--- src/verilog/dcache_macros.svh ---
`ifndef DCACHE_MACROS_SVH
`define DCACHE_MACROS_SVH

// Cache geometry
`define DC_WAYS        2
`define DC_SETS        128
`define DC_INDEX_BITS  7
`define DC_OFFSET_BITS 3
`define DC_TAG_BITS    20
`define DC_LINE_WORDS  8

`endif

--- src/verilog/dcache_pkg.sv ---
`include "dcache_macros.svh"

package dcache_pkg;

   typedef logic [31:0]                    addr_t;
   typedef logic [31:0]                    word_t;
   typedef logic [`DC_TAG_BITS-1:0]        tag_t;
   typedef logic [`DC_INDEX_BITS-1:0]      index_t;
   typedef logic [`DC_OFFSET_BITS-1:0]     offset_t;
   typedef logic [3:0]                     byte_en_t;
   typedef logic [`DC_LINE_WORDS*32-1:0]   line_t;
   typedef logic [`DC_WAYS-1:0]            way_mask_t;

   // Miss handling sequence
   typedef enum logic [2:0] {
      IDLE,
      WB_ADDR,
      WB_DATA,
      WB_RESP,
      FILL_ADDR,
      FILL_DATA,
      INSTALL
   } miss_state_e;

endpackage

--- src/verilog/hit_select.sv ---
`timescale 1ns/1ps
`include "dcache_macros.svh"

module hit_select (
   input  logic                  clk,
   input  logic                  reset,
   input  dcache_pkg::index_t    i_index,
   input  dcache_pkg::way_mask_t i_way_hit,
   input  dcache_pkg::word_t     i_way_rdata [`DC_WAYS],
   input  dcache_pkg::tag_t      i_way_tag   [`DC_WAYS],
   input  logic                  i_way_dirty [`DC_WAYS],
   input  dcache_pkg::line_t     i_way_line  [`DC_WAYS],
   input  logic                  i_touch,
   output logic                  o_hit,
   output dcache_pkg::way_mask_t o_hit_way,
   output dcache_pkg::word_t     o_rdata,
   output dcache_pkg::way_mask_t o_victim_way,
   output logic                  o_victim_dirty,
   output dcache_pkg::tag_t      o_victim_tag,
   output dcache_pkg::line_t     o_victim_line
);

   // One bit per set naming the least recently used way
   logic [`DC_SETS-1:0] lru;
   logic                lru_way;

   assign o_hit     = |i_way_hit;
   assign o_hit_way = i_way_hit;
   assign o_rdata   = i_way_hit[1] ? i_way_rdata[1] : i_way_rdata[0];

   assign lru_way        = lru[i_index];
   assign o_victim_way   = {lru_way, ~lru_way};
   assign o_victim_dirty = i_way_dirty[lru_way];
   assign o_victim_tag   = i_way_tag[lru_way];
   assign o_victim_line  = i_way_line[lru_way];

   always_ff @(posedge clk) begin
      if (reset) begin
         lru <= '0;
      end else if (i_touch) begin
         // The way that did not hit becomes the LRU one
         lru[i_index] <= i_way_hit[0];
      end
   end

endmodule

--- config.mk ---
export PLATFORM = sky130hd
export DESIGN_NAME = hit_select
export DESIGN_NICKNAME = d
export VERILOG_FILES = /design/src/verilog/dcache_pkg.sv /design/src/verilog/hit_select.sv
export VERILOG_INCLUDE_DIRS = /design/src /design/src/verilog
export SDC_FILE = /design/constraint.sdc
export NUM_CORES = 1
export LEC_CHECK = 0
export BUFFER_PORTS_ARGS = -buffer_cell sky130_fd_sc_hd__buf_2
export CAP_MARGIN = 40
export CORE_AREA = 2 2 370 372
export DETAILED_ROUTE_END_ITERATION = 10
export DIE_AREA = 0 0 372 374
export GPL_ROUTABILITY_DRIVEN = 0
export PLACE_DENSITY_LB_ADDON = 0.15
export SLEW_MARGIN = 0
export SYNTH_ARGS = -nofsm -noshare
export SYNTH_HDL_FRONTEND = slang
export SYNTH_SLANG_ARGS = --single-unit
--- constraint.sdc ---
create_clock -name clk -period 3.6 [get_ports clk]
set_input_delay 0.18 -clock clk [delete_from_list [all_inputs] [get_ports clk]]
set_output_delay 0.18 -clock clk [all_outputs]
set_load 0.005 [all_outputs]
; ---- Yosys cells after proc, flatten, opt, wreduce, memory -nomap -nowiden
; Index checks and enable logic that the tools add are counted.
[totals]
wordCells = 23
out_inout_bits = 314
ff_bits = 128
inputBits = 630
[op_classes]
n_reduce_logical = 2
magnitude_cmp = 3
mux = 15
n_bitwise = 2
[ops]
columns = cell, count
row1 = 256-bit two-way mux, 3
row2 = 128-bit bitwise mux, 1
row3 = 20-bit two-way mux, 3
row4 = 32-bit two-way mux, 1
row5 = 7-bit by 8-bit less-than comparator with 1-bit output (second input constant), 1
row6 = 1-bit binary-select mux with 7-bit select, 1
row7 = 1-bit demux with 7-bit select, 1
row8 = 7-bit by 1-bit greater-or-equal comparator with 1-bit output (second input constant), 1
row9 = 1-bit two-way mux, 5
row10 = 2-bit greater-or-equal comparator (second input constant), 1
row11 = 1-bit NOT with 2-bit output, 1
row12 = 2-bit OR reduction, 1
row13 = 1-bit logical AND, 1
row14 = 1-bit NOT, 1

; ---- Longest topological paths before layout
; Gate-level depths: netlist (run 1).
[logic_depth]
ltp_word = 6
ltp_mapped = 13
mapped_depth_nobuf = 7

; ---- Worst setup path before layout (run 1)
; OpenSTA, ideal clock, no wires.
[synth_timing]
path_kind = input -> output
start = input port i_index[0]
end = output port o_victim_line[100]
stages = 13
t_arrival_ps = 2398
t_required_ps = 3420
path_slack_ps = 1022
n_path_buf = 6
cell_sequence = buf_6 -> buf_6 -> buf_2 -> buf_2 -> mux2i_1 -> a22oi_1 -> nand4_1 -> nand2_1 -> a211oi_2 -> o311ai_4 -> buf_6 -> buf_6 -> mux2_4
[synth_via]
elab_chain_len = 6
[synth_lines]
columns = element, line_no
row1 = start: declaration, hit_select.sv:7  ; input dcache_pkg::index_t i_index,
row2 = 1-bit binary-select mux with 7-bit select, hit_select.sv:31  ; assign lru_way = lru[i_index];
row3 = 1-bit two-way mux (implied by the code), hit_select.sv:31
row4 = 1-bit NOT with 2-bit output (implied by the code), hit_select.sv:35  ; assign o_victim_line = i_way_line[lru_way];
row5 = 256-bit two-way mux (implied by the code) (3 in a row), hit_select.sv:35
row6 = end: declaration, hit_select.sv:20  ; output dcache_pkg::line_t o_victim_line
; Every way passes these cells. The select of a mux whose other input is x is not followed.

; ---- Worst setup path after layout (run 1)
[layout_timing]
start = register lru[47]
end = output port o_victim_line[73]
[layout_via]
elab_chain_len = 6
[layout_lines]
columns = element, line_no
row1 = start: declaration, hit_select.sv:24  ; logic [`DC_SETS-1:0] lru;
row2 = start signal: indexed assignment, hit_select.sv:42  ; lru[i_index] <= i_way_hit[0];
row3 = 1-bit binary-select mux with 7-bit select, hit_select.sv:31
row4 = 1-bit two-way mux (implied by the code), hit_select.sv:31
row5 = 1-bit NOT with 2-bit output (implied by the code), hit_select.sv:35
row6 = 256-bit two-way mux (implied by the code) (3 in a row), hit_select.sv:35
; Every way passes these cells. The select of a mux whose other input is x is not followed.

==> results.py, run 1 <==
metrics = {
    "synthesis": {
        "synth-async-reset-ratio": 0,
        "synth_area_um2": 10800,
        "yosysWarnings": 0,
        "synth-edff-count": 0,
        "syn_inst": 1129,
        "synthFlopType": "dfxtp_1",
        "ys_ff_latch": 128,
        "synth_cell_types": 44,
        "postSynthAreaPerCell_um2": 9.56,
        "synth-seq-area-share": 0.237,
        "syn_nets": 1759,
    },
    "final_layout": {
        "stdcell_count": 3925,
        "multi_input_area_um2": 7600,
        "reg_top3": "lru (128)",
        "layout-drive-gt1-share": 0.674,
        "final-seq-area_um2": 2560,
        "mostFrequentLayoutCell": "buf_2",
        "final_nets": 2734,
        "fillers": 15500,
        "regMostFlops": "lru",
        "area_growth_pct": 77.6,
        "largest_reg_flops": 128,
        "final_cell_mix": "buf_2, mux2_4, nand3_1, dfxtp_1, a21oi_1",
    },
    "clock_tree": {
        "cts-buffers-inserted": 17,
        "cts_tree": "built",
        "cts.clk_slew.worst_paths_ns": 0.06,
        "clk_latency_ns": 0.45,
        "ctsLongestPathBuffers": 2,
        "cts_root_buf": "clkbuf_16",
        "clock-sinks": 128,
        "h-tree-depth": 4,
        "cts_hold_buf": 0,
    },
    "critical_path": {
        "cp_max_fo": 16,
        "r2r_cells": 2,
        "critPathKind": "flop to output pin",
        "start_kind": "flop",
        "crit_path_end_kind": "output pin",
        "required_ns": 3.42,
        "arrival_ns": 3.34,
    },
    "timing": {
        "rsz0062_at_grt": "no",
        "worst_pin_slew_ns": 0.808,
        "period_minus_slack_ns": 3.52,
        "final_hold_viol_count": 0,
        "finalCritPeriodShare": 0.978,
        "slew_viol_final": 0,
        "finalSetupViolations": 0,
        "skew_ns": 0,
        "slew_headroom": 0.459,
        "fmaxAchievable_mhz": 284,
    },
    "min_path": {
        "hold_depth": 2,
        "hold_class": "input pin to flop",
    },
    "floorplan": {
        "core_region_area_um2": 135000,
        "initial_core_util": 0.0800,
        "rows": 135,
        "io_pins": 944,
        "die_h_um": 374,
        "fp.dieW_um": 372,
        "die_area_um2": 139000,
    },
    "power": {
        "power_density_nw_per_um2": 345,
        "p_total_uw": 6620,
        "p_leak_uw": 0.00856,
        "vdd_drop_max_uv": 358,
    },
    "route": {
        "drtIter0Drc": 1059,
        "drc": 0,
        "firstDrtPassIters": 5,
        "antenna_left": 0,
        "routed_wl_mm": 150,
        "via_per_inst": 3.65,
        "vias": 14300,
        "detail_route.wl_per_cell_um": 38.2,
    },
    "place": {
        "io_buffers": 943,
        "dp.cells": 3863,
        "dpl.hpwl_mm": 133,
    },
    "grt": {
        "grt_first_pass_wirelength_mm": 179,
        "grt_max_degree": 82,
        "grtUsageTotal": 0.205,
        "grt_overflow": 0,
        "antenna_found_initial": 77,
        "grt_pass1_vias": 14400,
    },
    "status": {
        "outcome": "finished clean",
    },
    "job": {
        "cap_viol_max_count": 0,
    },
}
final timing paths:
path | to | startpoint | slack (ns)
worst max-delay path | o_victim_line[73] | lru[47] | 0.08
worst min-delay path | lru[84] | reset | 0.09
worst max register to register | lru[70] | lru[70] | 2.93
worst min register to register | lru[101] | lru[101] | 0.47
critical path, stage by stage (launching register included):
cell      delay, ns
dfxtp_1        0.32
mux4_2         0.47
mux2_2         0.29
a311oi_2       0.24
a32o_2         0.22
o311ai_4       0.11
buf_12         0.17
buf_12         0.15
buf_12         0.16
buf_12         0.17
mux2_4         0.38
buf_2          0.16
power by group:
group          switching (uW)  leakage, uW  internal [uW]  total (uW)
sequential               1.72      0.00103           1420        1420
clock                     758     0.000314           1250        2010
combinational            1910      0.00722           1280        3190
total                    2670      0.00856           3950        6620
layer usage:
layer / share of wire / global-route usage / up-vias
li1: - / - / 6209
met1: 0.41 / 0.249 / 7077
met2: 0.45 / 0.322 / 845
met3: 0.10 / 0.0832 / 183
met4: 0.040 / 0.0724 / 28
met5: 0.0010 / 0 / -
cells by family (layout without fill, tap and decap cells):
logic type	count (synthesis)	in the layout	synth area share
DFF	128	128	0.237
muxes	347	347	0.437
AOI/OAI and AO/OA	296	296	0.155
buffers and inverters	113	1101	0.0605
other	0	27	0
and+or+nand+nor	245	245	0.111
cell type report:
| type | count | area share |
|---|---|---|
| Multi-Input combinational cell | 888 | 0.397 |
| Timing Repair Buffer | 1066 | 0.315 |
| Sequential cell | 128 | 0.134 |
| Tap cell | 1781 | 0.116 |
| Clock buffer | 19 | 0.0231 |
| Clock inverter | 13 | 0.0110 |
| Antenna cell | 27 | 0.00353 |
| Inverter | 3 | 0.000588 |
cell usage after synthesis (all sizes together), types with 2 or more instances:
master	n	area, um^2
a21o	2	15.0
a21oi	126	631
a221oi	22	193
a22oi	9	67.6
a32o	2	20.0
and2	4	25.0
buf	50	417
clkbuf	60	225
dfxtp	128	2560
inv	3	11.3
mux2	319	4340
mux2i	21	210
mux4	7	158
nand2	41	154
nand2b	5	31.3
nand3	129	646
nand4	8	50.1
nor2	28	108
nor2b	11	68.8
nor3	13	65.1
nor4	2	18.8
o2111ai	2	17.5
o211ai	2	15.0
o21ai	120	601
o221ai	3	26.3
or2	2	12.5
repair_timing:
| action | 4_1_cts | 5_1_grt |
|---|---|---|
| pin swaps | 0 | 2 |
| resized for setup | 8 | 2 |
| endpoints found under the setup margin | 160 | 21 |
| hold endpoints to repair | 0 | 0 |
| setup buffers | 0 | 2 |
| cloned | 0 | 1 |
through the flow:
stage                      util  instance area [um^2]  hold WS, ns  setup TNS (ns)  setup slack [ns]
final                     0.142                 19200       0.0943               0            0.0804
after global routing      0.142                 19100       0.0984               0            0.0160
after CTS                 0.141                 19000       0.0854               0            0.0187
after detailed placement  0.136                 18400        0.463           -6.74            -0.405
after global placement    0.135                 18300        0.462           -3.27            -0.350
after floorplan               -                 10800        0.413               0              1.02
No activity file was read; power rests on OpenSTA's default activity.
==> inputs of run 2 (changes only) <==
Settings changed: REMOVE_ABC_BUFFERS set to 1, SLEW_MARGIN 0 to 20.
==> run 2 against run 1 <==
  * Final cell count shrank 0.20%
  * Maximum frequency grew 1.5%
  * Combinational power down 8.2%
  * Hold slack improved by 0.082 ns
  * Flip-flop and latch count is the same
  * Count of clock-buffer cells in the layout grew 3
  * Critical path type unchanged
  * Largest cell class unchanged
==> results.py, run 2 (synthesis gave the netlist of run 1 again) <==
metrics = {
    "status": {
        "outcome": "finished clean",
    },
    "final_layout": {
        "fillers": 15700,
        "final_cell_area_um2": 18800,
        "layout-drive-gt1-share": 0.670,
        "area_growth_pct": 74.6,
        "final_nets": 2724,
        "mostFrequentLayoutCell": "buf_2",
        "final_util": 0.140,
        "final_cell_mix": "buf_2, mux2_4, nand3_1, dfxtp_1, a21oi_1",
        "reg_top3": "lru (128)",
        "largest_reg_flops": 128,
        "regMostFlops": "lru",
    },
    "critical_path": {
        "arrival_ns": 3.29,
        "r2r-start": "lru[76]",
        "required_ns": 3.42,
        "critPathKind": "flop to output pin",
        "cp_max_fo": 28,
        "start_kind": "flop",
        "crit_path_end_kind": "output pin",
        "r2r_cells": 2,
        "worstReg2RegEnd": "lru[76]",
        "r2r_setup_slack_ns": 2.91,
    },
    "grt": {
        "grtUsageTotal": 0.195,
        "use_met3": 0.0920,
        "antenna_found_initial": 113,
        "grt_max_degree": 69,
        "top_usage_layer": "met2",
        "grt_pass1_vias": 13900,
        "grt_overflow": 0,
        "grtUsageMet2": 0.324,
        "grt.met1_usage": 0.219,
        "grt_first_pass_wirelength_mm": 171,
    },
    "route": {
        "antenna_left": 0,
        "detail_route.wl_per_cell_um": 36.1,
        "drc": 0,
        "via_per_inst": 3.71,
        "vias": 14500,
        "routed_wl_mm": 141,
        "firstDrtPassIters": 7,
        "drtIter0Drc": 1268,
    },
    "power": {
        "p_leak_uw": 0.00842,
        "power_density_nw_per_um2": 329,
        "vdd_drop_max_uv": 252,
    },
    "clock_tree": {
        "ctsLongestPathBuffers": 2,
        "cts_resized": 2,
        "cts_tree": "built",
        "cts.clk_slew.worst_paths_ns": 0.06,
        "cts_hold_buf": 0,
        "clock-sinks": 128,
        "clk_latency_ns": 0.44,
        "postCtsSetupRepairBufs": 0,
        "cts-buffers-inserted": 17,
        "cts_root_buf": "clkbuf_16",
        "h-tree-depth": 4,
    },
    "timing": {
        "finalCritPeriodShare": 0.963,
        "rsz0062_at_grt": "no",
        "slew_viol_final": 0,
        "finalSetupViolations": 0,
        "slew_headroom": 0.421,
        "worst_pin_slew_ns": 0.862,
        "fmaxAchievable_mhz": 289,
        "period_minus_slack_ns": 3.47,
        "final_hold_viol_count": 0,
        "hold_slack_ns": 0.176,
        "skew_ns": 0,
    },
    "min_path": {
        "hold_class": "input pin to flop",
        "hold_path_startpoint": "reset",
        "hold_depth": 2,
        "min_to": "lru[104]",
    },
    "place": {
        "placed_area_um2": 18100,
        "io_buffers": 943,
        "dpl.hpwl_mm": 125,
    },
    "floorplan": {
        "fp.dieW_um": 372,
        "io_pins": 944,
        "die_h_um": 374,
        "core_region_area_um2": 135000,
        "die_area_um2": 139000,
        "rows": 135,
        "initial_core_util": 0.0800,
    },
    "job": {
        "cap_viol_max_count": 0,
    },
}
==> run 2: worst max-delay path by stage <==
stage | from | end | slack, ns | cells after the start
after detailed placement | i_index[0] | o_victim_tag[0] | -0.03 | 11
after global placement | i_index[0] | o_victim_tag[0] | 0.08 | 11
after floorplan | i_index[0] | o_victim_dirty | -8.39 | 6
after CTS | lru[42] | o_victim_tag[2] | 0.0007 | 10
final | lru[43] | o_victim_line[40] | 0.13 | 10
after global routing | i_index[1] | o_victim_line[45] | 0.02 | 13
==> run 2: cell type report <==
cell class | count | area, um^2 | area share
Antenna cell | 29 | 72.6 | 0.00385
Clock buffer | 22 | 474 | 0.0252
Multi-Input combinational cell | 888 | 7590 | 0.403
Inverter | 3 | 11.3 | 0.000598
Clock inverter | 10 | 134 | 0.00711
Sequential cell | 128 | 2560 | 0.136
Tap cell | 1781 | 2230 | 0.118
Timing Repair Buffer | 1056 | 5760 | 0.306
==> run 2: through the flow <==
step           setup TNS (ns)  total power [uW]  setup WS, ns  instances
6_report                    0              6210         0.134       3917
2_1_floorplan        -2299.52              2770         -8.39       1019
3_3_place_gp                0              4360        0.0828       3852
3_5_place_dp          -0.0645              4330       -0.0274       3856
4_1_cts                     0              6230      0.000689       3888
5_1_grt                     0              6360        0.0226       3902
==> run 2: where the power goes <==
group	internal [uW]	switching (uW)	leakage, uW
clock	1140	711	0.000296
sequential	1420	1.71	0.00103
combinational	1230	1700	0.00709
==> run 2: layer usage <==
layer / wire (um) / up-vias
li1: - / 6180
met1: 54400 / 7072
met2: 67000 / 947
met3: 15400 / 256
met4: 3370 / 74
met5: 1270 / -
==> run 2: worst max-delay path: stages (launching register included) <==
cell	delay [ns]
dfxtp_1	0.30
mux4_2	0.48
mux2i_2	0.22
nor3_1	0.09
a311oi_2	0.32
a32o_1	0.22
o311ai_4	0.16
buf_12	0.22
buf_12	0.22
mux2_4	0.37
buf_2	0.17
