<file path="src/verilog/dcache_macros.svh">
`ifndef DCACHE_MACROS_SVH
`define DCACHE_MACROS_SVH

// Cache geometry
`define DC_WAYS        2
`define DC_SETS        128
`define DC_INDEX_BITS  7
`define DC_OFFSET_BITS 3
`define DC_TAG_BITS    20
`define DC_LINE_WORDS  8

`endif

</file>
<file path="src/verilog/dcache_pkg.sv">
`include "dcache_macros.svh"

package dcache_pkg;

   typedef logic [31:0]                    addr_t;
   typedef logic [31:0]                    word_t;
   typedef logic [`DC_TAG_BITS-1:0]        tag_t;
   typedef logic [`DC_INDEX_BITS-1:0]      index_t;
   typedef logic [`DC_OFFSET_BITS-1:0]     offset_t;
   typedef logic [3:0]                     byte_en_t;
   typedef logic [`DC_LINE_WORDS*32-1:0]   line_t;
   typedef logic [`DC_WAYS-1:0]            way_mask_t;

   // Miss handling sequence
   typedef enum logic [2:0] {
      IDLE,
      WB_ADDR,
      WB_DATA,
      WB_RESP,
      FILL_ADDR,
      FILL_DATA,
      INSTALL
   } miss_state_e;

endpackage

</file>
<file path="src/verilog/miss_controller.sv">
`timescale 1ns/1ps
`include "dcache_macros.svh"

module miss_controller (
   input  logic                  clk,
   input  logic                  reset,
   input  logic                  i_read,
   input  logic                  i_write,
   input  dcache_pkg::tag_t      i_tag,
   input  dcache_pkg::index_t    i_index,
   input  logic                  i_hit,
   input  dcache_pkg::way_mask_t i_hit_way,
   input  dcache_pkg::way_mask_t i_victim_way,
   input  logic                  i_victim_dirty,
   input  dcache_pkg::tag_t      i_victim_tag,
   input  dcache_pkg::line_t     i_victim_line,
   input  logic                  i_arready,
   input  dcache_pkg::word_t     i_rdata,
   input  logic                  i_rvalid,
   input  logic                  i_rlast,
   input  logic                  i_awready,
   input  logic                  i_wready,
   input  logic                  i_bvalid,
   output logic                  o_stall,
   output logic                  o_touch,
   output dcache_pkg::way_mask_t o_store_en,
   output dcache_pkg::way_mask_t o_fill_en,
   output dcache_pkg::line_t     o_fill_line,
   output dcache_pkg::addr_t     o_araddr,
   output logic                  o_arvalid,
   output dcache_pkg::addr_t     o_awaddr,
   output logic                  o_awvalid,
   output dcache_pkg::word_t     o_wdata,
   output logic                  o_wvalid,
   output logic                  o_wlast
);

   dcache_pkg::miss_state_e   state;
   dcache_pkg::way_mask_t     victim_way;
   dcache_pkg::line_t         victim_line;
   dcache_pkg::line_t         fill_buf;
   logic [`DC_OFFSET_BITS-1:0] beat;
   logic                      request;
   dcache_pkg::addr_t         fill_addr;

   assign request   = i_read || i_write;
   // Refill always targets the line of the held processor address
   assign fill_addr = {i_tag, i_index, {(`DC_OFFSET_BITS + 2){1'b0}}};

   assign o_stall    = (state != dcache_pkg::IDLE) || (request && !i_hit);
   assign o_touch    = (state == dcache_pkg::IDLE) && request && i_hit;
   assign o_store_en = (o_touch && i_write) ? i_hit_way : '0;
   assign o_fill_en  = (state == dcache_pkg::INSTALL) ? victim_way : '0;
   assign o_fill_line = fill_buf;

   assign o_wdata = victim_line[32*beat +: 32];
   assign o_wlast = (state == dcache_pkg::WB_DATA) &&
                    (beat == `DC_OFFSET_BITS'(`DC_LINE_WORDS - 1));

   always_ff @(posedge clk) begin
      if (reset) begin
         state     <= dcache_pkg::IDLE;
         o_arvalid <= 1'b0;
         o_awvalid <= 1'b0;
         o_wvalid  <= 1'b0;
         beat      <= '0;
      end else begin
         case (state)
            dcache_pkg::IDLE: begin
               beat <= '0;
               if (request && !i_hit) begin
                  if (i_victim_dirty) begin
                     o_awvalid <= 1'b1;
                     state     <= dcache_pkg::WB_ADDR;
                  end else begin
                     o_arvalid <= 1'b1;
                     state     <= dcache_pkg::FILL_ADDR;
                  end
               end
            end
            dcache_pkg::WB_ADDR: begin
               if (i_awready) begin
                  o_awvalid <= 1'b0;
                  o_wvalid  <= 1'b1;
                  state     <= dcache_pkg::WB_DATA;
               end
            end
            dcache_pkg::WB_DATA: begin
               if (i_wready) begin
                  beat <= beat + 1'b1;
                  if (o_wlast) begin
                     o_wvalid <= 1'b0;
                     state    <= dcache_pkg::WB_RESP;
                  end
               end
            end
            dcache_pkg::WB_RESP: begin
               if (i_bvalid) begin
                  o_arvalid <= 1'b1;
                  state     <= dcache_pkg::FILL_ADDR;
               end
            end
            dcache_pkg::FILL_ADDR: begin
               beat <= '0;
               if (i_arready) begin
                  o_arvalid <= 1'b0;
                  state     <= dcache_pkg::FILL_DATA;
               end
            end
            dcache_pkg::FILL_DATA: begin
               if (i_rvalid) begin
                  beat <= beat + 1'b1;
                  if (i_rlast) begin
                     state <= dcache_pkg::INSTALL;
                  end
               end
            end
            dcache_pkg::INSTALL: state <= dcache_pkg::IDLE;
            default: state <= dcache_pkg::IDLE;
         endcase
      end
   end

   // Burst payload and addresses
   always_ff @(posedge clk) begin
      if (state == dcache_pkg::IDLE && request && !i_hit) begin
         victim_way  <= i_victim_way;
         victim_line <= i_victim_line;
         o_awaddr    <= {i_victim_tag, i_index, {(`DC_OFFSET_BITS + 2){1'b0}}};
         o_araddr    <= fill_addr;
      end
      if (state == dcache_pkg::FILL_DATA && i_rvalid) begin
         fill_buf[32*beat +: 32] <= i_rdata;
      end
   end

endmodule

</file>
<file path="config.mk">
export PLATFORM = sky130hd
export DESIGN_NAME = miss_controller
export DESIGN_NICKNAME = d
export VERILOG_FILES = /design/src/verilog/dcache_pkg.sv /design/src/verilog/miss_controller.sv
export VERILOG_INCLUDE_DIRS = /design/src /design/src/verilog
export SDC_FILE = /design/constraint.sdc
export NUM_CORES = 1
export LEC_CHECK = 0
export BUFFER_PORTS_ARGS = -buffer_cell sky130_fd_sc_hd__buf_2
export CAP_MARGIN = 20
export CORE_AREA = 2 2 278 280
export DETAILED_ROUTE_END_ITERATION = 8
export DIE_AREA = 0 0 280 282
export MAX_ROUTING_LAYER = met4
export PLACE_DENSITY_LB_ADDON = 0.3
export REMOVE_ABC_BUFFERS = 1
export SETUP_SLACK_MARGIN = 0.4
export SLEW_MARGIN = 0
export SYNTH_ARGS = -nofsm -noshare
export SYNTH_HDL_FRONTEND = slang
export SYNTH_SLANG_ARGS = --single-unit
</file>
<file path="constraint.sdc">
create_clock -name clk -period 120.5 [get_ports clk]
set_clock_uncertainty 0.2 [all_clocks]
set_input_delay 24.1 -clock clk [delete_from_list [all_inputs] [get_ports clk]]
set_output_delay 24.1 -clock clk [all_outputs]
set_load 0.02 [all_outputs]
</file>
; Word level (Yosys, flattened, before mapping)
; Cells that the tools add are included.
[word_totals]
ff_bits = 577
out_inout_bits = 362
wordCells = 83
[op_classes]
add_sub_neg = 2
eq_ne = 17
shift = 3
muxes = 29
reduce_logical = 22
[ops]
columns = cell, n
row1 = $bwmux W256, 1
row2 = $shift A32 B34 Y256 const A, 1
row3 = $shiftx A256 B9 Y32, 1
row4 = $shiftx A32 B34 Y256, 1
row5 = $neg A8 Y34, 1
row6 = $mux W3, 11
row7 = $ne A2 B2 Y1 const B, 10
row8 = $pmux W3 S6, 1
row9 = $eq A3 B3 Y1 const B, 4
row10 = $mux W1, 10
row11 = $pmux W3 S3, 1
row12 = $reduce_bool A3 Y1, 3
row13 = $reduce_and A4 Y1, 2
row14 = $reduce_and A8 Y1, 1
row15 = $logic_and A1 B1 Y1, 7
row16 = $eq A3 B2 Y1 const B, 2
row17 = $reduce_and A5 Y1, 1
row18 = $mux W2, 2
row19 = $pmux W1 S2, 2
row20 = $reduce_bool A2 Y1, 2
row21 = $add A3 B1 Y3 const B, 1
row22 = $eq A3 B1 Y1 const B, 1
row23 = $logic_not A3 Y1, 1
row24 = $pmux W1 S3, 1
row25 = 4 further kinds, 5

; Logic depth before layout (Yosys ltp)
; Gate-level depths: netlist of run 1.
[logic_depth]
depth_word = 5
mapped_depth = 11
mapped_depth_nobuf = 6

; Worst setup path after synthesis of run 1
; OpenSTA, ideal clock, no wires.
[synth_path]
kind = input -> register
from = input i_hit
to = register o_araddr[12], enable pin
setup_time_ns = 1.717
arrival_time_ns = 52.888
setup_slack_ns = 65.695
path_stages = 2
n_path_buf = 0
path_cell_list = o21bai_1 > nor4_1
[synth_between]
elab_chain_len = 2
[synth_lines]
columns = item, line
row1 = from (decl), miss_controller.sv:11  ; input logic i_hit,
row2 = $logic_not A1 Y1, miss_controller.sv:126  ; if (state == dcache_pkg::IDLE && request && !i_hit) begin
row3 = $logic_and A1 B1 Y1, miss_controller.sv:126
row4 = to (signal assigned), miss_controller.sv:130  ; o_araddr <= fill_addr;
row5 = to (decl), miss_controller.sv:29  ; output dcache_pkg::addr_t o_araddr,
; Every way passes these cells.
; A chain may end at the register's enable or synchronous reset.

; Final worst setup path of run 1
[layout_path]
from = input i_write
to = output o_stall
[layout_between]
elab_chain_len = 3
[layout_lines]
columns = item, line
row1 = from (decl), miss_controller.sv:8  ; input logic i_write,
row2 = $logic_or A1 B1 Y1, miss_controller.sv:46  ; assign request = i_read || i_write;
row3 = $logic_and A1 B1 Y1, miss_controller.sv:50  ; assign o_stall = (state != dcache_pkg::IDLE) || (request && !i_hit);
row4 = $logic_or A1 B1 Y1, miss_controller.sv:50
row5 = to (decl), miss_controller.sv:24  ; output logic o_stall,
; Every way passes these cells.

==> results of run 1 <==
-- per-layer routing --
layer,track usage,vias up
li1,-,5887
met1,0.186,6415
met2,0.305,666
met3,0.0495,104
met4,0.0513,0
met5,-,-
-- synthesized netlist by cell type, types with 6 or more instances --
| master | number |
|---|---|
| edfxtp_1 | 561 |
| nand2_1 | 135 |
| nor2_1 | 134 |
| and2_1 | 128 |
| mux4_2 | 64 |
| clkbuf_1 | 33 |
| buf_4 | 17 |
| buf_2 | 14 |
| a21oi_1 | 10 |
| buf_1 | 9 |
| dfxtp_1 | 9 |
| and3_1 | 8 |
| nor3_1 | 8 |
| nand3_1 | 6 |
-- worst register-to-register path: stages, from the launching register on --
cell and delay (ns):
dfxtp_1 0.58, nor4_2 0.37, buf_4 0.86, buf_4 0.84, buf_4 1.01
-- kinds of logic (layout without fill, tap and decap cells) --
logic type / count (synthesis) / after routing / synth area share
flip-flops: 570 / 570 / 0.800
AO/OA/AOI/OAI: 22 / 22 / 0.00693
other: 1 / 27 / 0.000176
adder cells (fa/ha/maj): 5 / 5 / 0.00294
buffers and inverters: 81 / 841 / 0.0195
AND/OR/NAND/NOR: 451 / 451 / 0.102
multiplexers: 66 / 66 / 0.0687
-- final cells by class --
| cell class | instances | share of cell area |
|---|---|---|
| clock inverters | 37 | 0.0131 |
| well taps | 978 | 0.0439 |
| repair buffers | 725 | 0.133 |
| flip-flops and latches | 570 | 0.611 |
| diodes | 17 | 0.00153 |
| multi-input cells | 554 | 0.142 |
| clock buffers | 75 | 0.0558 |
| inverters | 4 | 0.000538 |
-- how the worst max path moves through the flow --
stage | start | end | slack (ns) | cells past startpoint
final | i_write | o_stall | 71.38 | 4
after global routing | i_write | o_stall | 71.30 | 4
after CTS | i_write | o_stall | 71.39 | 4
after detailed placement | i_write | o_stall | 71.40 | 4
after global placement | i_write | o_stall | 71.45 | 4
after floorplan | i_hit | o_araddr[12] | 65.70 | 2
-- sequential cells by signal, summed over array words and instances, names as in the netlist --
register,flops
o_araddr,20
o_awvalid,1
state,3
o_awaddr,27
victim_line,256
o_arvalid,1
victim_way,2
o_fill_line,256
o_wvalid,1
beat,3
-- power groups by stage --
stage          registers, W  logic (W)  clock network (W)
5_1_grt            0.000266   0.000116           0.000192
3_3_place_gp       0.000266   0.000109                  0
3_5_place_dp       0.000268   0.000111                  0
2_1_floorplan      0.000308  0.0000597                  0
6_report           0.000264   0.000108           0.000181
4_1_cts            0.000264   0.000111           0.000184
-- metrics by stage --
| step | power, W | setup slack (ns) | std cells | hold slack, ns | cell area (µm²) |
|---|---|---|---|---|---|
| final | 0.000552 | 71.38 | 2960 | 0.297 | 27900 |
| after global routing | 0.000574 | 71.30 | 2959 | 0.345 | 27900 |
| after CTS | 0.000559 | 71.39 | 2942 | 0.305 | 27800 |
| after detailed placement | 0.000379 | 71.40 | 2830 | 0.290 | 25900 |
| after global placement | 0.000375 | 71.45 | 2830 | 0.276 | 25900 |
| after floorplan | 0.000368 | 65.70 | 1128 | 0.377 | 20900 |
-- layout by cell type, fill, tap and decap left out, drive strengths merged, types with 9 or more instances in the layout --
cell / instances
a21oi: 10
and2: 128
buf: 725
clkbuf: 75
clkinv: 30
conb: 10
dfxtp: 9
diode: 17
edfxtp: 561
mux4: 64
nand2: 135
nor2: 135
==> impl_metrics.tcl, run 1 <==
set metrics [dict create \
    wl_mm 68.8 \
    ctsResizeCount 0 \
    synth_area_mm2 0.0213 \
    grt_pass1_wl_mm 94.5 \
    crit_chain "buf_2 -> o21bai_1 -> nand2_1 -> buf_2" \
    synth_edf_count 561 \
    slowest_delay_ns 0.28 \
    met2_wirelength_mm 36.3 \
    r2r-start "state[1]" \
    relSlewSlack 0.267 \
    grt-ovfl-total 0 \
    ys_seq_area_frac 0.800 \
    run_status "finished, final reports clean" \
    drv_slew 0 \
    drv_cap 0 \
    core-area_mm2 0.0757 \
    worstPathMaxFanout 4 \
    syn_area_per_cell_um2 17.8 \
    seqCellArea_mm2 0.0170 \
    antenna_found_initial 24 \
    cts_hold_buffers 0 \
    synth.distinct_cells 44 \
    multi_input_area_mm2 0.00396 \
    cts-buffers-inserted 60 \
    gp_congestion 0.911 \
    grt_usage 0.172 \
    fin_tns_setup_ns 0 \
    r2r-end "victim_line[52]" \
    nets 2271 \
    grt_max_degree 89 \
    rsz0062_at_grt "no" \
    cp_num_buf_inv 2 \
    nFillCells 7205 \
    die_area_mm2 0.0790 \
    first_pass_iters 7 \
    cts_tree "built" \
    reg2reg_setup_slack_ns 116.23 \
    synth_top_cell_area_share 0.791 \
    p_int_w 0.000395 \
    crit_family "buffers and inverters" \
    drcViolationCount 0 \
    dp_hpwl_mm 50.9 \
    worstSetupEndpointType "primary output" \
    drt_first_iter_violations 877 \
    post_cts.repair.setup_buffers 0 \
    die_w_um 280 \
    ioPinCount 713 \
    cts-root-buf "clkbuf_16" \
    synth_seq_cells 570 \
    reg2regPathDepth 4 \
    post-route-min-period_ns 49.12 \
    drive_gt1_frac 0.457 \
    power_switching_w 0.000157 \
    ant_nets 0 \
    clock_path_buffers 3 \
    cpMostUsedCell "buf_2" \
    syn_to_final_growth_pct 31.0 \
    yosysTopAreaCell "edfxtp_1" \
    p_clk_frac 0.327 \
    power.switching_fraction 0.285 \
    synthArstFlopShare 0 \
    final_hold_viol_count 0 \
    dr_wl_met3_mm 5.66 \
    worst-setup-path-type "in2out" \
    clkTransAtPathRegs_ns 0.06 \
    worst_slew_pin_slew_ns 1.10 \
    vias 13072 \
    die_h_um 282 \
    floorplan.initialDensity 0.281 \
    whs_path_depth 2 \
    routedWlPerCell_um 23.3 \
    critPathArrivalTime_ns 24.82 \
    cp_slowest_cell "o21bai_1" \
    power_density_mw_per_mm2 19.8 \
    cp-start-kind "input port" \
    clk_latency_ns 0.63 \
    numPortBuffers 702 \
    syn_inst 1196 \
    placementRows 101 \
    synthTopCellsByArea "edfxtp_1 79%, mux4_2 6.8%, and2_1 3.8%" \
    min_from "o_wvalid" \
    setup_viol 0 \
    avgViaCountPerCell 4.42 \
    fin_crit_sh 0.408 \
    vdd_drop_max_mv 0.0135 \
    clock.fmax_mhz 20.4 \
    p_leak_nw 10.5 \
    clock-sinks 570 \
    htreeDepth 2 \
    final_core_util 0.369 \
    min_to "o_wvalid" \
    grt_pass1_vias 13393 \
    worst_hold_path_type "reg2reg" \
    drt-met1-wl_mm 25.1 \
    top_layer "met4" \
    required_ns 96.20 \
    pwr-share-comb 0.195 \
    synth_flop_cell "edfxtp_1" \
    ys_warn_count 0 \
    seq_power_share 0.478 \
]
No activity file was read; power rests on OpenSTA's default activity.
==> run 2: changes to the inputs <==
--- a/config.mk
+++ b/config.mk
@@ -8,9 +8,9 @@
 export LEC_CHECK = 0
 export BUFFER_PORTS_ARGS = -buffer_cell sky130_fd_sc_hd__buf_2
 export CAP_MARGIN = 20
-export CORE_AREA = 2 2 278 280
+export CORE_AREA = 2 2 281 283
 export DETAILED_ROUTE_END_ITERATION = 8
-export DIE_AREA = 0 0 280 282
+export DIE_AREA = 0 0 283 285
 export MAX_ROUTING_LAYER = met4
 export PLACE_DENSITY_LB_ADDON = 0.3
 export REMOVE_ABC_BUFFERS = 1
==> constraint.sdc (replaced) <==
create_clock -name clk -period 49.8 [get_ports clk]
set_clock_uncertainty 0.2 [all_clocks]
set_input_delay 9.96 -clock clk [delete_from_list [all_inputs] [get_ports clk]]
set_output_delay 9.96 -clock clk [all_outputs]
set_load 0.02 [all_outputs]
==> impl_metrics.tcl, run 2 (synthesized netlist as in run 1, its figures left out) <==
set metrics [dict create \
    worst-setup-path-type "in2out" \
    drt_first_iter_violations 843 \
    grt_pass1_wl_mm 95.6 \
    drive_gt1_frac 0.454 \
    ant_nets 0 \
    critPathArrivalTime_ns 10.68 \
    first_pass_iters 7 \
    worstPathMaxFanout 4 \
    drv_cap 0 \
    gp_congestion 0.866 \
    die_w_um 283 \
    die_h_um 285 \
    post_cts.repair.setup_buffers 0 \
    floorplan.initialDensity 0.273 \
    grt-ovfl-total 0 \
    cts-buffers-inserted 60 \
    fin_crit_sh 0.419 \
    die_area_mm2 0.0807 \
    clock-sinks 570 \
    fin_tns_setup_ns 0 \
    clock.fmax_mhz 48.0 \
    numPortBuffers 702 \
    drv_slew 0 \
    rsz0062_at_grt "no" \
    whs_ns 0.296 \
    clk_latency_ns 0.62 \
    drcViolationCount 0 \
    wl_mm 68.1 \
    worstSetupEndpointType "primary output" \
    nets 2272 \
    routedWlPerCell_um 22.4 \
    clkTransAtPathRegs_ns 0.06 \
    cts_hold_buffers 0 \
    post-route-min-period_ns 20.84 \
    grt_usage 0.169 \
    vdd_drop_max_mv 0.0326 \
    min_from "o_wvalid" \
    ctsResizeCount 0 \
    setup_viol 0 \
    antenna_found_initial 34 \
    core-area_mm2 0.0780 \
    vias 13023 \
    ioPinCount 713 \
    p_leak_nw 10.5 \
    cts-root-buf "clkbuf_16" \
    run_status "finished, final reports clean" \
    grt_max_degree 96 \
    htreeDepth 2 \
    grt_pass1_vias 13565 \
    crit_start "i_write" \
    final_hold_viol_count 0 \
    mostFrequentLayoutCell "buf_2" \
    most-common-layout-cells "702 x buf_2, 561 x edfxtp_1, 135 x nand2_1, 129 x nor2_1, 128 x and2_1" \
    avgViaCountPerCell 4.28 \
    worst_hold_path_type "reg2reg" \
    clock_path_buffers 3 \
    dpl_cell_area_mm2 0.0260 \
    dp_hpwl_mm 49.5 \
    placementRows 103 \
    cts_tree "built" \
    r2r-start "beat[0]" \
    required_ns 39.64 \
    power_density_mw_per_mm2 47.2 \
    relSlewSlack 0.294 \
    cp-start-kind "input port" \
    worst_slew_pin_slew_ns 1.06 \
    fin_area_mm2 0.0280 \
    syn_to_final_growth_pct 31.3 \
]
-- run 2: metal layers --
metal | vias to the layer above | track usage | routed length [µm] | share of wire
met5 | - | - | 0 | 0
met4 | 0 | 0.0439 | 1670 | 0.025
met3 | 107 | 0.0574 | 5920 | 0.087
met2 | 609 | 0.306 | 36200 | 0.53
met1 | 6405 | 0.175 | 24200 | 0.36
li1 | 5902 | - | - | -
-- run 2: cell type report --
type | count | area, µm²
fillers | 7542 | 50000
flip-flops and latches | 570 | 17000
multi-input cells | 554 | 3950
repair buffers | 726 | 3730
clock buffers | 76 | 1560
well taps | 1050 | 1310
clock inverters | 34 | 269
diodes | 29 | 72.6
inverters | 4 | 15.0
-- run 2: path summary, 6_finish.rpt --
| path | slack (ns) | to | cells after the start |
|---|---|---|---|
| worst max register to register | 45.68 | o_fill_line[252] | 5 |
| worst min-delay path | 0.30 | o_wvalid | 2 |
| worst max-delay path | 28.96 | o_stall | 4 |
| worst min register to register | 0.30 | o_wvalid | 2 |
-- run 2: power by group --
| part | leakage, nW | switching, W | internal, W |
|---|---|---|---|
| combinational | 4.27 | 0.000165 | 0.0000948 |
| clock | 0.879 | 0.000186 | 0.000232 |
| sequential | 5.37 | 0.0000287 | 0.000613 |
| total | 10.5 | 0.000379 | 0.000940 |
-- run 2: worst max-delay path, cell delays in order --
cell	delay, ns
buf_2	0.12
o21bai_1	0.28
nand2_1	0.12
buf_2	0.20
-- run 2: metrics by stage --
| stage | std cells | setup slack, ns | total power [W] | util |
|---|---|---|---|---|
| floorplan | 1128 | 9.14 | 0.000889 | - |
| finish | 3043 | 28.96 | 0.00132 | 0.359 |
| global route | 3039 | 28.91 | 0.00138 | 0.358 |
| CTS | 3012 | 28.99 | 0.00134 | 0.357 |
| detailed placement | 2902 | 28.98 | 0.000916 | 0.333 |
| global placement | 2901 | 29.03 | 0.000909 | 0.333 |
==> run 3: changes to the inputs <==
--- a/config.mk
+++ b/config.mk
@@ -8,9 +8,9 @@
 export LEC_CHECK = 0
 export BUFFER_PORTS_ARGS = -buffer_cell sky130_fd_sc_hd__buf_2
 export CAP_MARGIN = 20
-export CORE_AREA = 2 2 281 283
+export CORE_AREA = 2 2 279 281
 export DETAILED_ROUTE_END_ITERATION = 8
-export DIE_AREA = 0 0 283 285
+export DIE_AREA = 0 0 281 283
 export MAX_ROUTING_LAYER = met4
 export PLACE_DENSITY_LB_ADDON = 0.3
 export REMOVE_ABC_BUFFERS = 1
==> constraint.sdc (replaced) <==
create_clock -name clk -period 18.6 [get_ports clk]
set_clock_uncertainty 0.2 [all_clocks]
set_input_delay 3.72 -clock clk [delete_from_list [all_inputs] [get_ports clk]]
set_output_delay 3.72 -clock clk [all_outputs]
set_load 0.02 [all_outputs]
==> impl_metrics.tcl, run 3 (synthesized netlist as in run 1, its figures left out) <==
set metrics [dict create \
    vdd_drop_max_mv 0.0903 \
    wl_mm 67.3 \
    die_h_um 283 \
    rsz0062_at_grt "no" \
    crit_family "buffers and inverters" \
    clock_path_buffers 3 \
    reg2regPathDepth 8 \
    slowest_delay_ns 0.28 \
    routedWlPerCell_um 22.2 \
    post_cts.repair.setup_buffers 0 \
    critPathArrivalTime_ns 4.43 \
    syn_to_final_growth_pct 31.8 \
    required_ns 14.68 \
    clock-sinks 570 \
    first_pass_iters 5 \
    worst_slew_pin_slew_ns 1.09 \
    grt_max_degree 90 \
    avgViaCountPerCell 4.30 \
    cts_tree "built" \
    grt_pass1_wl_mm 95.1 \
    clk_latency_ns 0.61 \
    power.switching_fraction 0.289 \
    drv_cap 0 \
    most-common-layout-cells "702 x buf_2, 561 x edfxtp_1, 134 x nand2_1, 129 x nor2_1, 128 x and2_1" \
    gp_congestion 0.829 \
    die_w_um 281 \
    relSlewSlack 0.271 \
    dp_hpwl_mm 47.1 \
    multi_input_area_mm2 0.00397 \
    whs_path_depth 2 \
    cp_slowest_cell "o21bai_1" \
    cp-start-kind "input port" \
    nets 2278 \
    clock.fmax_mhz 120 \
    fin_area_mm2 0.0281 \
    die_area_mm2 0.0795 \
    worstPathMaxFanout 4 \
    placementRows 102 \
    grt_usage 0.171 \
    worstSetupEndpointType "primary output" \
    grt-ovfl-total 0 \
    worst_hold_path_type "reg2reg" \
    drv_slew 0 \
    drcViolationCount 0 \
    worst-setup-path-type "in2out" \
    p_leak_nw 10.6 \
    crit_chain "buf_2 -> o21bai_1 -> nand2_1 -> buf_2" \
    setup_viol 0 \
    mostFrequentLayoutCell "buf_2" \
    antenna_found_initial 29 \
    fin_crit_sh 0.449 \
    path_depth 4 \
    cts-buffers-inserted 67 \
    core-area_mm2 0.0767 \
    vias 13039 \
    dpl_cell_area_mm2 0.0260 \
    p_clk_frac 0.330 \
    nFillCells 7351 \
    final_hold_viol_count 0 \
    power_switching_w 0.00104 \
    fin_tns_setup_ns 0 \
    run_status "finished, final reports clean" \
    pwr-share-comb 0.196 \
    drive_gt1_frac 0.455 \
    floorplan.initialDensity 0.278 \
    drt_first_iter_violations 800 \
    power_density_mw_per_mm2 129 \
    ioPinCount 713 \
    seq_power_share 0.474 \
    numPortBuffers 702 \
    grt_pass1_vias 13885 \
    cpMostUsedCell "buf_2" \
    cts_hold_buffers 0 \
    cts-root-buf "clkbuf_16" \
    finalPower_w 0.00361 \
    clkTransAtPathRegs_ns 0.06 \
    ctsResizeCount 0 \
    cp_num_buf_inv 2 \
    post-route-min-period_ns 8.35 \
    ant_nets 0 \
    htreeDepth 3 \
    p_int_w 0.00257 \
    seqCellArea_mm2 0.0170 \
]
## run 3: cell count changes in the layout (fill, tap and decap cells not counted), sizes merged
cell,delta
bufinv,-2
inv,+2
clkbuf,+9
clkinv,-1
buf,-1
diode,-8
clkinvlp,-3
## run 3: worst paths after layout
check | start | endpoint | slack, ns
min | o_wvalid | o_wvalid | 0.32
max | i_write | o_stall | 10.25
max reg2reg | beat[0] | o_fill_line[153] | 13.84
min reg2reg | o_wvalid | o_wvalid | 0.32
## run 3: per-stage QoR
stage,std cells,utilization,hold slack (ns),setup WS [ns]
floorplan,1128,-,0.377,-15.82
global placement,2892,0.339,0.299,10.30
detailed placement,2892,0.339,0.307,10.27
CTS,3007,0.365,0.322,10.27
global route,3027,0.366,0.363,10.24
finish,3029,0.366,0.322,10.25
## run 3: layer usage
layer	wire (µm)	part of all wire	GRT usage	up-vias
met2	35200	0.52	0.302	597
met5	0	0	-	-
met3	5970	0.089	0.0557	97
met1	24800	0.37	0.182	6420
met4	1300	0.019	0.0473	0
li1	-	-	-	5925
## run 3: final cells by class
| class | count | share of cell area |
|---|---|---|
| sequential | 570 | 0.607 |
| multi-input combinational | 554 | 0.142 |
| timing repair buffer | 725 | 0.132 |
| clock buffer | 85 | 0.0622 |
| tap | 1040 | 0.0464 |
| clock inverter | 30 | 0.00821 |
| antenna | 21 | 0.00187 |
| inverter | 4 | 0.000535 |
## run 3: worst reg2reg max path: cells and delay by family (launching register included)
| family | cells | cell delay [ns] |
|---|---|---|
| and+or+nand+nor | 3 | 1.31 |
| buffers and inverters | 3 | 1.17 |
| DFF | 1 | 0.84 |
| adders and majority gates | 2 | 0.82 |
## run 3: power by group through the flow
stage                     combinational [W]  sequential (W)  clock, W
after CTS                          0.000718         0.00172   0.00122
after global placement             0.000706         0.00173         0
after detailed placement           0.000715         0.00174         0
final                              0.000707         0.00171   0.00119
after floorplan                    0.000387         0.00199         0
after global routing               0.000766         0.00173   0.00128
